## config.mk

```make
export PLATFORM = sky130hd
export DESIGN_NAME = simd_mul_top
export DESIGN_NICKNAME = d
export VERILOG_FILES = /design/src/design/simd_mul_pkg.sv /design/src/design/simd_mul_operand_mux.sv /design/src/design/simd_mul_kernel_array.sv /design/src/design/simd_mul_kernel_adders.sv /design/src/design/simd_mul_result_stage.sv /design/src/design/simd_mul_top.sv
export SDC_FILE = /design/constraint.sdc
export NUM_CORES = 2
export LEC_CHECK = 0
export ABC_AREA = 1
export BUFFER_PORTS_ARGS = -buffer_cell sky130_fd_sc_hd__buf_2
export CAP_MARGIN = 20
export CORE_UTILIZATION = 45
export CTS_BUF_LIST = sky130_fd_sc_hd__clkbuf_16
export DETAILED_ROUTE_END_ITERATION = 8
export GPL_TIMING_DRIVEN = 0
export HOLD_SLACK_MARGIN = 0.02
export PLACE_DENSITY = 0.63
export SYNTH_ARGS = -nofsm -noshare
export SYNTH_HDL_FRONTEND = slang
export SYNTH_SLANG_ARGS = --single-unit
export TNS_END_PERCENT = 20
```

## constraint.sdc

```tcl
create_clock -name clk_i -period 0.8 [get_ports clk_i]
set_clock_uncertainty 0.05 [all_clocks]
set_input_delay 0.08 -clock clk_i [delete_from_list [all_inputs] [get_ports clk_i]]
set_output_delay 0.08 -clock clk_i [all_outputs]
set_load 0.03 [all_outputs]
```

## src/design/simd_mul_pkg.sv

```systemverilog
// Shared definitions for the packed-SIMD signed multiplier
// Operation and kernel-mode encodings, width constants, operand word view

`default_nettype none

package simd_mul_pkg;

  ////////////////////////////////////////////////////////////
  // Widths and saturation values
  ////////////////////////////////////////////////////////////

  localparam int unsigned XLEN    = 32;
  localparam int unsigned BYTE_W  = 8;
  localparam int unsigned HALF_W  = 16;
  localparam int unsigned NUM_KER = 8;
  // 9x9 signed kernel product
  localparam int unsigned PP_W    = 18;

  localparam logic [BYTE_W-1:0] Q7_MAX  = 8'h7f;
  localparam logic [HALF_W-1:0] Q15_MAX = 16'h7fff;
  localparam logic [XLEN-1:0]   W32_MAX = 32'h7fff_ffff;

  ////////////////////////////////////////////////////////////
  // Encodings
  ////////////////////////////////////////////////////////////

  typedef enum logic [3:0] {
    OP_KHM8   = 4'd0,
    OP_KHMX8  = 4'd1,
    OP_KHM16  = 4'd2,
    OP_KHMX16 = 4'd3,
    OP_SMBB16 = 4'd4,
    OP_SMBT16 = 4'd5,
    OP_SMTT16 = 4'd6,
    OP_KMDA   = 4'd7,
    OP_SMDS   = 4'd8,
    OP_SMMWB  = 4'd9,
    OP_SMMWT  = 4'd10
  } simd_op_e;

  // Grouping of the eight byte kernels
  typedef enum logic [1:0] {
    M8X8   = 2'd0,
    M16X16 = 2'd1,
    M32X16 = 2'd2
  } mul_mode_e;

  // One operand word, seen as bytes or as halfwords
  typedef union packed {
    logic [XLEN/BYTE_W-1:0][BYTE_W-1:0] b;
    logic [XLEN/HALF_W-1:0][HALF_W-1:0] h;
  } simd_word_u;

endpackage

`default_nettype wire

```

## src/design/simd_mul_operand_mux.sv

```systemverilog
// Operation decoder and operand router
// Picks the kernel mode and the b halfword of each kernel group,
// then hands byte pairs and Baugh-Wooley sign bits to the kernels

`default_nettype none

module simd_mul_operand_mux (
  input  simd_mul_pkg::simd_op_e                                   op_i,
  input  simd_mul_pkg::simd_word_u                                 op_a_i,
  input  simd_mul_pkg::simd_word_u                                 op_b_i,
  output logic [simd_mul_pkg::NUM_KER-1:0][simd_mul_pkg::BYTE_W-1:0] ker_a_o,
  output logic [simd_mul_pkg::NUM_KER-1:0][simd_mul_pkg::BYTE_W-1:0] ker_b_o,
  output logic [simd_mul_pkg::NUM_KER-1:0]                          sign_a_o,
  output logic [simd_mul_pkg::NUM_KER-1:0]                          sign_b_o,
  output simd_mul_pkg::mul_mode_e                                   mode_o,
  output logic                                                      crossed_o
);

  import simd_mul_pkg::*;

  // Bit 0 set: group 0 takes b.h1; bit 1 set: group 1 takes b.h0
  logic [1:0] quadrant;
  logic [1:0][1:0][BYTE_W-1:0] b_grp;

  ////////////////////////////////////////////////////////////
  // Operation decode
  ////////////////////////////////////////////////////////////

  always_comb begin
    mode_o    = M16X16;
    quadrant  = 2'b00;
    crossed_o = 1'b0;
    unique case (op_i)
      OP_KHM8:   mode_o = M8X8;
      OP_KHMX8: begin
        mode_o    = M8X8;
        crossed_o = 1'b1;
      end
      OP_KHMX16: begin
        quadrant  = 2'b11;
        crossed_o = 1'b1;
      end
      // Both groups see the top halfword of b
      OP_SMBT16, OP_SMTT16: quadrant = 2'b01;
      OP_SMMWB: begin
        mode_o   = M32X16;
        quadrant = 2'b10;
      end
      OP_SMMWT: begin
        mode_o   = M32X16;
        quadrant = 2'b01;
      end
      default: begin
        mode_o   = M16X16;
        quadrant = 2'b00;
      end
    endcase
  end

  // Halfword of b seen by each kernel group
  assign b_grp[0] = op_b_i.h[quadrant[0]];
  assign b_grp[1] = op_b_i.h[~quadrant[1]];

  ////////////////////////////////////////////////////////////
  // Kernel routing and sign bits
  ////////////////////////////////////////////////////////////

  // Kernel index is {group, a byte, b byte}
  always_comb begin : route
    int k;
    logic msb_a;
    logic msb_b;
    for (int g = 0; g < 2; g++) begin
      for (int ia = 0; ia < 2; ia++) begin
        for (int ib = 0; ib < 2; ib++) begin
          k = 4 * g + 2 * ia + ib;
          ker_a_o[k] = op_a_i.b[2 * g + ia];
          ker_b_o[k] = b_grp[g][ib];
          msb_a = op_a_i.b[2 * g + ia][BYTE_W-1];
          msb_b = b_grp[g][ib][BYTE_W-1];
          case (mode_o)
            M8X8: begin
              sign_a_o[k] = msb_a;
              sign_b_o[k] = msb_b;
            end
            M16X16: begin
              sign_a_o[k] = (ia == 1) && msb_a;
              sign_b_o[k] = (ib == 1) && msb_b;
            end
            default: begin
              // Only the top byte of the full a word carries sign
              sign_a_o[k] = (g == 1) && (ia == 1) && msb_a;
              sign_b_o[k] = (ib == 1) && msb_b;
            end
          endcase
        end
      end
    end
  end

endmodule

`default_nettype wire

```

## src/design/simd_mul_kernel_array.sv

```systemverilog
// Array of eight signed 9x9 Baugh-Wooley byte kernels
// Each factor is a byte extended by its routed sign bit

`default_nettype none

module simd_mul_kernel_array (
  input  logic [simd_mul_pkg::NUM_KER-1:0][simd_mul_pkg::BYTE_W-1:0] ker_a_i,
  input  logic [simd_mul_pkg::NUM_KER-1:0][simd_mul_pkg::BYTE_W-1:0] ker_b_i,
  input  logic [simd_mul_pkg::NUM_KER-1:0]                          sign_a_i,
  input  logic [simd_mul_pkg::NUM_KER-1:0]                          sign_b_i,
  output logic [simd_mul_pkg::NUM_KER-1:0][simd_mul_pkg::PP_W-1:0]   pp_o
);

  import simd_mul_pkg::*;

  ////////////////////////////////////////////////////////////
  // Byte kernels
  ////////////////////////////////////////////////////////////

  logic signed [BYTE_W:0] fac_a [NUM_KER];
  logic signed [BYTE_W:0] fac_b [NUM_KER];

  for (genvar k = 0; k < NUM_KER; k++) begin : g_ker
    // Sign bit clear means the byte counts as unsigned
    assign fac_a[k] = {sign_a_i[k], ker_a_i[k]};
    assign fac_b[k] = {sign_b_i[k], ker_b_i[k]};

    // 9x9 signed product fills the 18-bit partial product
    assign pp_o[k] = fac_a[k] * fac_b[k];
  end

endmodule

`default_nettype wire

```

## src/design/simd_mul_kernel_adders.sv

```systemverilog
// Kernel adder tree
// First level builds one signed 16x16 product per kernel group
// Second level forms the 32x16 product or the dual-product sum or difference

`default_nettype none

module simd_mul_kernel_adders (
  input  logic [simd_mul_pkg::NUM_KER-1:0][simd_mul_pkg::PP_W-1:0] pp_i,
  input  simd_mul_pkg::mul_mode_e                                 mode_i,
  input  simd_mul_pkg::simd_op_e                                  op_i,
  output logic [1:0][simd_mul_pkg::XLEN-1:0]                      half_sum_o,
  output logic [simd_mul_pkg::XLEN+simd_mul_pkg::HALF_W-1:0]      word_sum_o
);

  import simd_mul_pkg::*;

  localparam int unsigned WIDE_W = XLEN + HALF_W;

  logic [1:0][XLEN-1:0] part_lo;
  logic [1:0][XLEN-1:0] part_hi;
  logic [1:0][XLEN-1:0] grp_prod;

  logic [WIDE_W-1:0] add_x;
  logic [WIDE_W-1:0] add_y;
  logic              sub;

  function automatic logic [XLEN-1:0] sext_pp(input logic [PP_W-1:0] pp);
    return {{(XLEN-PP_W){pp[PP_W-1]}}, pp};
  endfunction

  function automatic logic [WIDE_W-1:0] sext_wide(input logic [XLEN-1:0] val);
    return {{HALF_W{val[XLEN-1]}}, val};
  endfunction

  ////////////////////////////////////////////////////////////
  // 16x16 group products
  ////////////////////////////////////////////////////////////

  // Kernels 4g+1 and 4g+2 carry the cross terms at weight 2^8
  always_comb begin
    for (int g = 0; g < 2; g++) begin
      part_lo[g]  = sext_pp(pp_i[4*g]) + (sext_pp(pp_i[4*g+1]) << BYTE_W);
      part_hi[g]  = sext_pp(pp_i[4*g+2]) + (sext_pp(pp_i[4*g+3]) << BYTE_W);
      grp_prod[g] = part_lo[g] + (part_hi[g] << BYTE_W);
    end
  end

  assign half_sum_o = grp_prod;

  ////////////////////////////////////////////////////////////
  // 32x16 alignment or dual-product add
  ////////////////////////////////////////////////////////////

  assign sub = (op_i == OP_SMDS);

  always_comb begin
    if (mode_i == M32X16) begin
      // High group holds a.h1 * b, one halfword up
      add_x = {grp_prod[1], {HALF_W{1'b0}}};
      add_y = sext_wide(grp_prod[0]);
    end else begin
      add_x = sext_wide(grp_prod[1]);
      // Inverted low product plus carry-in gives the difference
      add_y = sext_wide(grp_prod[0]) ^ {WIDE_W{sub}};
    end
  end

  assign word_sum_o = add_x + add_y + {{(WIDE_W-1){1'b0}}, sub};

endmodule

`default_nettype wire

```

## src/design/simd_mul_result_stage.sv

```systemverilog
// Result stage
// Saturation detection, lane/word result select, output register

`default_nettype none

module simd_mul_result_stage (
  input  logic                                                    clk_i,
  input  logic                                                    rst_ni,
  input  logic                                                    start_i,
  input  simd_mul_pkg::simd_op_e                                  op_i,
  input  simd_mul_pkg::simd_word_u                                op_a_i,
  input  simd_mul_pkg::simd_word_u                                op_b_i,
  input  logic                                                    crossed_i,
  input  logic [simd_mul_pkg::NUM_KER-1:0][simd_mul_pkg::PP_W-1:0] pp_i,
  input  logic [1:0][simd_mul_pkg::XLEN-1:0]                      half_sum_i,
  input  logic [simd_mul_pkg::XLEN+simd_mul_pkg::HALF_W-1:0]      word_sum_i,
  output logic [simd_mul_pkg::XLEN-1:0]                           result_o,
  output logic                                                    valid_o,
  output logic                                                    ov_o
);

  import simd_mul_pkg::*;

  logic [3:0]      sat_q7;
  logic [1:0]      sat_q15;
  logic            sat_w;
  logic [XLEN-1:0] lane_q7;
  logic [XLEN-1:0] lane_q15;
  logic [XLEN-1:0] result_d;
  logic            ov_d;

  logic [XLEN-1:0] result_q;
  logic            valid_q;
  logic            ov_q;

  ////////////////////////////////////////////////////////////
  // Lane results and saturation
  ////////////////////////////////////////////////////////////

  // Q7 lanes: straight uses kernels 4g and 4g+3, crossed uses 4g+1 and 4g+2
  always_comb begin : q7_lanes
    int k;
    for (int i = 0; i < 4; i++) begin
      k = crossed_i ? 4 * (i / 2) + 1 + (i % 2) : 4 * (i / 2) + 3 * (i % 2);
      // -128 times -128 is the only product that overflows Q7
      sat_q7[i] = (op_a_i.b[i] == ~Q7_MAX) &&
                  (op_b_i.b[i ^ int'(crossed_i)] == ~Q7_MAX);
      lane_q7[i*BYTE_W +: BYTE_W] = sat_q7[i] ? Q7_MAX
                                              : pp_i[k][2*BYTE_W-2 -: BYTE_W];
    end
  end

  always_comb begin
    for (int g = 0; g < 2; g++) begin
      sat_q15[g] = (op_a_i.h[g] == ~Q15_MAX) &&
                   (op_b_i.h[g ^ int'(crossed_i)] == ~Q15_MAX);
      lane_q15[g*HALF_W +: HALF_W] = sat_q15[g] ? Q15_MAX
                                                : half_sum_i[g][2*HALF_W-2 -: HALF_W];
    end
  end

  // Two products of 2^30 push the KMDA sum past the word range
  assign sat_w = (half_sum_i[0] == 32'h4000_0000) &&
                 (half_sum_i[1] == 32'h4000_0000);

  ////////////////////////////////////////////////////////////
  // Result select
  ////////////////////////////////////////////////////////////

  always_comb begin
    result_d = '0;
    ov_d     = 1'b0;
    unique case (op_i)
      OP_KHM8, OP_KHMX8: begin
        result_d = lane_q7;
        ov_d     = |sat_q7;
      end
      OP_KHM16, OP_KHMX16: begin
        result_d = lane_q15;
        ov_d     = |sat_q15;
      end
      OP_SMBB16, OP_SMBT16: result_d = half_sum_i[0];
      OP_SMTT16:            result_d = half_sum_i[1];
      OP_KMDA: begin
        result_d = sat_w ? W32_MAX : word_sum_i[XLEN-1:0];
        ov_d     = sat_w;
      end
      OP_SMDS:              result_d = word_sum_i[XLEN-1:0];
      // Upper word of the 48-bit product
      OP_SMMWB, OP_SMMWT:   result_d = word_sum_i[XLEN+HALF_W-1:HALF_W];
      default: begin
        result_d = '0;
        ov_d     = 1'b0;
      end
    endcase
  end

  ////////////////////////////////////////////////////////////
  // Output register
  ////////////////////////////////////////////////////////////

  always_ff @(posedge clk_i or negedge rst_ni) begin
    if (!rst_ni) begin
      valid_q  <= 1'b0;
      ov_q     <= 1'b0;
      result_q <= '0;
    end else begin
      valid_q <= start_i;
      // Hold the last result between operations
      if (start_i) begin
        result_q <= result_d;
        ov_q     <= ov_d;
      end
    end
  end

  assign result_o = result_q;
  assign valid_o  = valid_q;
  assign ov_o     = ov_q;

endmodule

`default_nettype wire

```

## src/design/simd_mul_top.sv

```systemverilog
// Top level of the packed-SIMD signed multiplier
// Operand mux, kernel array, kernel adders and result stage

`default_nettype none

module simd_mul_top (
  input  logic                           clk_i,
  input  logic                           rst_ni,
  input  logic                           start_i,
  input  simd_mul_pkg::simd_op_e         op_i,
  input  logic [simd_mul_pkg::XLEN-1:0]  op_a_i,
  input  logic [simd_mul_pkg::XLEN-1:0]  op_b_i,
  output logic [simd_mul_pkg::XLEN-1:0]  result_o,
  output logic                           valid_o,
  output logic                           ov_o
);

  import simd_mul_pkg::*;

  logic [NUM_KER-1:0][BYTE_W-1:0] ker_a;
  logic [NUM_KER-1:0][BYTE_W-1:0] ker_b;
  logic [NUM_KER-1:0]             sign_a;
  logic [NUM_KER-1:0]             sign_b;
  mul_mode_e                      mode;
  logic                           crossed;
  logic [NUM_KER-1:0][PP_W-1:0]   pp;
  logic [1:0][XLEN-1:0]           half_sum;
  logic [XLEN+HALF_W-1:0]         word_sum;

  simd_mul_operand_mux i_operand_mux (
    .op_i      (op_i),
    .op_a_i    (op_a_i),
    .op_b_i    (op_b_i),
    .ker_a_o   (ker_a),
    .ker_b_o   (ker_b),
    .sign_a_o  (sign_a),
    .sign_b_o  (sign_b),
    .mode_o    (mode),
    .crossed_o (crossed)
  );

  simd_mul_kernel_array i_kernel_array (
    .ker_a_i  (ker_a),
    .ker_b_i  (ker_b),
    .sign_a_i (sign_a),
    .sign_b_i (sign_b),
    .pp_o     (pp)
  );

  simd_mul_kernel_adders i_kernel_adders (
    .pp_i       (pp),
    .mode_i     (mode),
    .op_i       (op_i),
    .half_sum_o (half_sum),
    .word_sum_o (word_sum)
  );

  simd_mul_result_stage i_result_stage (
    .clk_i      (clk_i),
    .rst_ni     (rst_ni),
    .start_i    (start_i),
    .op_i       (op_i),
    .op_a_i     (op_a_i),
    .op_b_i     (op_b_i),
    .crossed_i  (crossed),
    .pp_i       (pp),
    .half_sum_i (half_sum),
    .word_sum_i (word_sum),
    .result_o   (result_o),
    .valid_o    (valid_o),
    .ov_o       (ov_o)
  );

endmodule

`default_nettype wire

```

* Word level (Yosys, flattened, before mapping) *
Index checks and enable logic that the tools add are counted.

operators by class
  reductions and logical operators = 18
  bitwise gates (word level) = 4
  equality and inequality tests = 26
  add/subtract/negate cells = 8
  multipliers = 8
  mux-type cells = 51
  $lt $le $gt $ge = 12

operators by type and width
  operator                                                               number
  32-bit case mux with 7 select lines                                    1
  18-bit binary-select mux with 3-bit select                             4
  16-bit two-way mux                                                     10
  32-bit by 5-bit < comparator with 1-bit output, second input constant  4
  15-bit two-way mux                                                     8
  8-bit two-way mux                                                      11
  32-bit adder                                                           2
  16-bit == test, second input constant                                  4
  32-bit by 31-bit == test with 1-bit output, second input constant      2
  8-bit == test, second input constant                                   8
  9-bit by 9-bit multiplier with 18-bit output                           3
  18-bit by 25-bit adder with 26-bit output                              2
  9-bit by 8-bit multiplier with 17-bit output                           3
  48-bit by 1-bit adder with 48-bit output                               1
  48-bit adder                                                           1
  48-bit two-way mux                                                     1
  48-bit XOR                                                             1
  47-bit two-way mux                                                     1
  32-bit two-way mux                                                     1
  17-bit by 24-bit adder with 24-bit output                              1
  18-bit by 24-bit adder with 24-bit output                              1
  8-bit by 9-bit multiplier with 17-bit output                           1
  8-bit binary-select mux with 2-bit select                              1
  4-bit by 3-bit == test with 1-bit output, second input constant        4
  21 further kinds                                                       51

storage, ports and cells
  bits in registers = 34
  output and inout bits = 34
  word-level logic and storage cells = 130
  input bits = 71

* Logic depth before layout (Yosys ltp) *
  depth after elaboration = 15
  depth in mapped cells = 83
  mapped depth without buffers = 80

* Modules after synthesis *
A second synthesis with hierarchy kept.

second synthesis, totals
  cell total of the unflattened synthesis = 6041
  area total of the unflattened synthesis = 40651.5 µm²

by module, submodules not included
  module                  instances  cells each  area an instance (µm²)  sequential area each (µm²)
  simd_mul_kernel_array   1          3391        25503.2                 0.0
  simd_mul_kernel_adders  1          1496        9143.8                  0.0
  simd_mul_result_stage   1          926         4531.8                  850.8
  simd_mul_operand_mux    1          228         1472.7                  0.0

* Least setup slack after synthesis *
Ideal clock, no wire load.

  path kind = input-to-reg
  start = input port op_i[3]
  end = register i_result_stage.result_q[31] (netlist: i_result_stage.result_o[31])
  cell stages on the path = 77
  path slack = -10431 ps
  buffers on the path = 2
  library setup time = 66 ps
  data required time = 684 ps
  data arrival time = 11115 ps
  cell sequence = inv_1 -> nor2_1 -> nand2_1 -> o21ai_1 -> clkbuf_1 -> clkbuf_1 -> nand2_1 -> o21ai_1 -> clkinv_1 -> nand2_1 -> fa_1 -> inv_1 -> fa_1 -> fa_1 -> fa_1 -> inv_1 -> fa_1 -> inv_1 -> (+41 left out) -> ha_1 -> nand2_1 -> nor2_1 -> inv_1 -> nor2_1 -> nand3_1 -> o21ai_1 -> a21boi_0 -> o21ai_1 -> nand2_1 -> nand2_1 -> xor2_1 -> inv_1 -> nand3_1 -> nand3_1 -> nand2_1 -> nand2_1 -> nand2_1

on the way
  word-level cells in the longest chain between the ends = 15
  elaborated cells between the ends (all ways) = 72
  those cells by class = add/sub: 8; mul: 8; eq/ne: 16; mux: 26; bitwise: 2; reduce/logical: 12

RTL lines
  element                                                                                                       line                                                        source
  from (decl)                                                                                                   simd_mul_top.sv:10                                          input simd_mul_pkg::simd_op_e op_i,
  4-bit by 3-bit == test with 1-bit output, or another cell as far along                                        simd_mul_operand_mux.sv:33, simd_mul_result_stage.sv:73
  3-bit OR reduction (no source line) or 2-bit OR reduction (tied branches)                                     --
  2-bit case mux with 3 select lines or 2-bit case mux with 2 select lines (tied branches)                      simd_mul_operand_mux.sv:33                                  unique case (op_i)
  16-bit two-way mux (implied by the code), or another cell as far along                                        simd_mul_operand_mux.sv:61                                  assign b_grp[0] = op_b_i.h[quadrant[0]];
  16-bit two-way mux (implied by the code) or 2-bit OR reduction (tied branches)                                --
  1-bit two-way mux                                                                                             simd_mul_operand_mux.sv:81                                  case (mode_o)
  9-bit by 9-bit multiplier with 18-bit output or 9-bit by 8-bit multiplier with 17-bit output (tied branches)  simd_mul_kernel_array.sv:29                                 assign pp_o[k] = fac_a[k] * fac_b[k];
  18-bit by 25-bit adder with 26-bit output or 18-bit by 24-bit adder with 24-bit output (tied branches)        simd_mul_kernel_adders.sv:42, simd_mul_kernel_adders.sv:43
  32-bit adder                                                                                                  simd_mul_kernel_adders.sv:44                                grp_prod[g] = part_lo[g] + (part_hi[g] << BYTE_W);
  48-bit XOR                                                                                                    simd_mul_kernel_adders.sv:64                                add_y = sext_wide(grp_prod[0]) ^ {WIDE_W{sub}};
  48-bit two-way mux                                                                                            simd_mul_kernel_adders.sv:57                                if (mode_i == M32X16) begin
  48-bit adder                                                                                                  simd_mul_kernel_adders.sv:68                                assign word_sum_o = add_x + add_y + {{(WIDE_W-1){1'b0}}, sub};
  48-bit by 1-bit adder with 48-bit output                                                                      simd_mul_kernel_adders.sv:68
  32-bit two-way mux                                                                                            simd_mul_result_stage.sv:85                                 result_d = sat_w ? W32_MAX : word_sum_i[XLEN-1:0];
  32-bit case mux with 7 select lines *                                                                         simd_mul_result_stage.sv:73                                 unique case (op_i)
  to (signal assigned)                                                                                          simd_mul_result_stage.sv:111                                result_q <= result_d;
  to (decl)                                                                                                     simd_mul_result_stage.sv:32                                 logic [XLEN-1:0] result_q;

Mark *: on every way between the ends. The rest lies on a longest branch, timed or not. The select of a mux whose other input is x is not followed.
A chain may end at the register's enable or synchronous reset.

* Worst setup path in the final report *
Same ends and word-level chain as after synthesis.

==> qor.yml <==
synth:
  synth-edff-count: 0
  async_flop_share: 1.000
  synth-seq-cells: 34
  postSynthAreaPerCell_um2: 7.033
  synth_simple_gate_area_frac: 0.2032
  synth_area_um2: 34600
  syn_nets: 5927
  synth_cells: 4920
  ys_types: 56
  synth_compound_area_frac: 0.1179
  yosysWarnings: 0
  synthAdderAreaFrac: 0.4500
  ys_seq_area_frac: 0.02459
  synthFlopType: "dfrtp_1"
  muxShareOfSynthArea: 0
  synth_top_family_by_area: "adder cells"
  synthXorXnorAreaFrac: 0.06725
sta:
  fmax_mhz: 88.05
  finalCriticalPeriod_ns: 11.36
  hold_violations: 34
  setup_ws_ns: -10.56
  worst_slew_pin_slew_ns: 1.300
  drv_slew: 0
  whs_ns: -0.1881
  rsz0062_at_grt: "yes"
  maxSlewHeadroom: 0.1109
  min_period_over_period: 14.20
  setup_viol: 67
grt:
  antenna_found_initial: 2
  grt_max_degree: 35
  gr-usage-all-layers: 0.3228
  grt_overflow: 0
  grt_pass1_vias: 33420
  grt_pass1_wl_um: 193300
floorplan:
  core_um2: 76080
  start_util: 0.4549
  die_area_um2: 78010
  die_w_um: 279.3
  core.rowCount: 101
  num_io_pins: 105
  dieHeight_um: 279.3
status:
  status: "finished with violations"
  violations: "hold timing, setup timing"
finish:
  area_delta_synth_final_pct: 20.12
  seqCellArea_um2: 850.8
  nets: 6228
  fillers: 7541
  diodes: 0
  final_area_um2: 41570
  multi_input_area_um2: 31890
  drive_above_1_share: 0.1630
  fin_cells: 6252
routing:
  ant_nets: 0
  dr.first_iter.drc_count: 2587
  finalWirelength_um: 126200
  viasPerCell: 5.408
  num_vias: 33810
  drc: 0
  post_drt_wl_per_cell_um: 20.18
  drt_pass1_iterations: 6
place:
  io_buffer_count: 91
  gp_congestion: 1.026
  dp.cells: 6048
  placed_cell_area_um2: 36960
  dp_hpwl_um: 104000
worst_setup_path:
  slowest_stage: "fa_1"
  critical_path_class: "in2reg"
  cp-end-kind: "register"
  arrival_ns: 11.53
  slowest_delay_ns: 0.55
  path_max_fanout: 6
  crit_required_ns: 0.97
  start_kind: "input pin"
clock_tree:
  clock_latency_ns: 0.28
  cts_tree: "done"
  cts_root_buffer: "clkbuf_16"
  htreeDepth: 2
  path_clk_slew_ns: 0.05
  cts_made_buffers: 5
  cts_hold_buf: 1
  cts.sinks: 34
  clk_path_buf_depth: 2
worst_hold_path:
  hold_class: "in2async"
run:
  drv_cap: 0
## worst max-delay path: cells and delay by family
family / cells / cell delay (ns)
AOI/OAI and AO/OA: 21 / 2.87
and+or+nand+nor: 27 / 2.40
xor gates and xnor gates: 4 / 0.80
adders and majority gates: 9 / 3.76
buffers and inverters: 18 / 1.58
## kinds of logic after synthesis
family | count (synthesis)
flip-flops | 34
AND/OR/NAND/NOR | 1718
AO/OA/AOI/OAI | 714
XOR/XNOR | 264
adder cells (fa/ha/maj) | 936
buffers and inverters | 1254
## state kept, by name (all words and copies together) (netlist names)
signal and flops:
i_result_stage.valid_o 1, i_result_stage.result_o 32, i_result_stage.ov_o 1
## layout by cell type, fill, tap and decap left out, types with 27 or more instances in the layout
cell type	n
nand3_1	126
clkbuf_1	74
inv_1	1064
a21oi_2	62
ha_4	46
xor2_1	127
buf_6	51
ha_1	369
o21ai_0	134
inv_2	38
buf_2	61
xnor2_1	85
o21ai_1	45
nand2_2	43
nand4_1	33
buf_4	183
fa_1	510
o211ai_1	30
nand2_1	811
dfrtp_1	34
o21ai_2	46
a21oi_1	215
nor2_2	27
nor2_1	514
## final timing paths
kind / end / start / cells after the start / slack (ns)
worst max-delay path: i_result_stage.result_o[31] / op_i[3] / 79 / -10.56
worst min-delay path: i_result_stage.result_o[20] / rst_ni / 1 / -0.19
worst max register to register: i_result_stage.result_o[16] / i_result_stage.result_o[16] / 2 / 0.10
worst min register to register: i_result_stage.result_o[25] / i_result_stage.result_o[25] / 2 / 0.45
max in group asynchronous: i_result_stage.result_o[10] / rst_ni / 1 / 0.40
min in group clk_i: i_result_stage.result_o[18] / start_i / 3 / 0.07
## per-layer routing
layer | part of all wire | wire length, µm | track usage | vias to the layer above
met1 | 0.43 | 54520 | 0.4424 | 16370
met2 | 0.44 | 55810 | 0.5107 | 1355
met4 | 0.045 | 5723 | 0.1224 | 0
met5 | 0 | 0 | 0 | -
li1 | - | - | - | 15820
met3 | 0.080 | 10120 | 0.05154 | 268
## cell usage after synthesis, drive strengths merged (2+ instances only)
master / count / share of area
inv: 1112 / 0.12
nand2: 881 / 0.097
nor2: 567 / 0.062
fa: 514 / 0.30
ha: 422 / 0.15
a21oi: 290 / 0.042
o21ai: 244 / 0.036
xor2: 165 / 0.042
nand3: 156 / 0.024
clkbuf: 108 / 0.012
xnor2: 99 / 0.025
dfrtp: 34 / 0.025
nand4: 33 / 0.0060
o211ai: 32 / 0.0072
a31oi: 28 / 0.0051
o21bai: 28 / 0.0061
nor3: 26 / 0.0039
nor4: 25 / 0.0045
a21o: 22 / 0.0048
buf: 17 / 0.0028
clkinv: 17 / 0.0018
o21a: 14 / 0.0030
or2: 14 / 0.0025
o2111ai: 11 / 0.0028
nand3b: 10 / 0.0022
o221ai: 10 / 0.0025
a2111oi: 7 / 0.0018
a211oi: 7 / 0.0015
o22ai: 5 / 0.00090
a21boi: 3 / 0.00065
a221oi: 3 / 0.00076
and3: 3 / 0.00054
o311ai: 3 / 0.00076
o31ai: 3 / 0.00065
a2111o: 2 / 0.00065
and2: 2 / 0.00036
## through the flow
stage	worst slack [ns]	TNS (ns)	hold WS (ns)	utilization
6_report	-10.56	-335.01	-0.1881	0.5464
5_1_grt	-11.04	-351.29	-0.1083	0.5464
4_1_cts	-10.50	-333.98	-0.1582	0.5274
3_5_place_dp	-13.11	-406.55	0.1444	0.4858
3_3_place_gp	-13.68	-419.62	0.1345	0.4851
2_1_floorplan	-9.315	-292.35	-0.2656	-
## repair_timing
action	in CTS	in global routing
buffers inserted	134	58
pin swaps	145	171
gates cloned	3	0
endpoints found under the setup margin	67	67
gates resized for setup	476	226
hold endpoints to repair	35	34
## area by class of cell
cell class	instances	area share
Clock inverter	3	0.0009933
Clock buffer	5	0.003010
Sequential cell	34	0.02047
Multi-Input combinational cell	3633	0.7671
Inverter	1129	0.1030
Tap cell	1030	0.03100
Timing Repair Buffer	293	0.05632
Buffer	125	0.01809
Power is not shown: default switching activity piles up to over one toggle a cycle in this logic, so the estimate is an artifact.
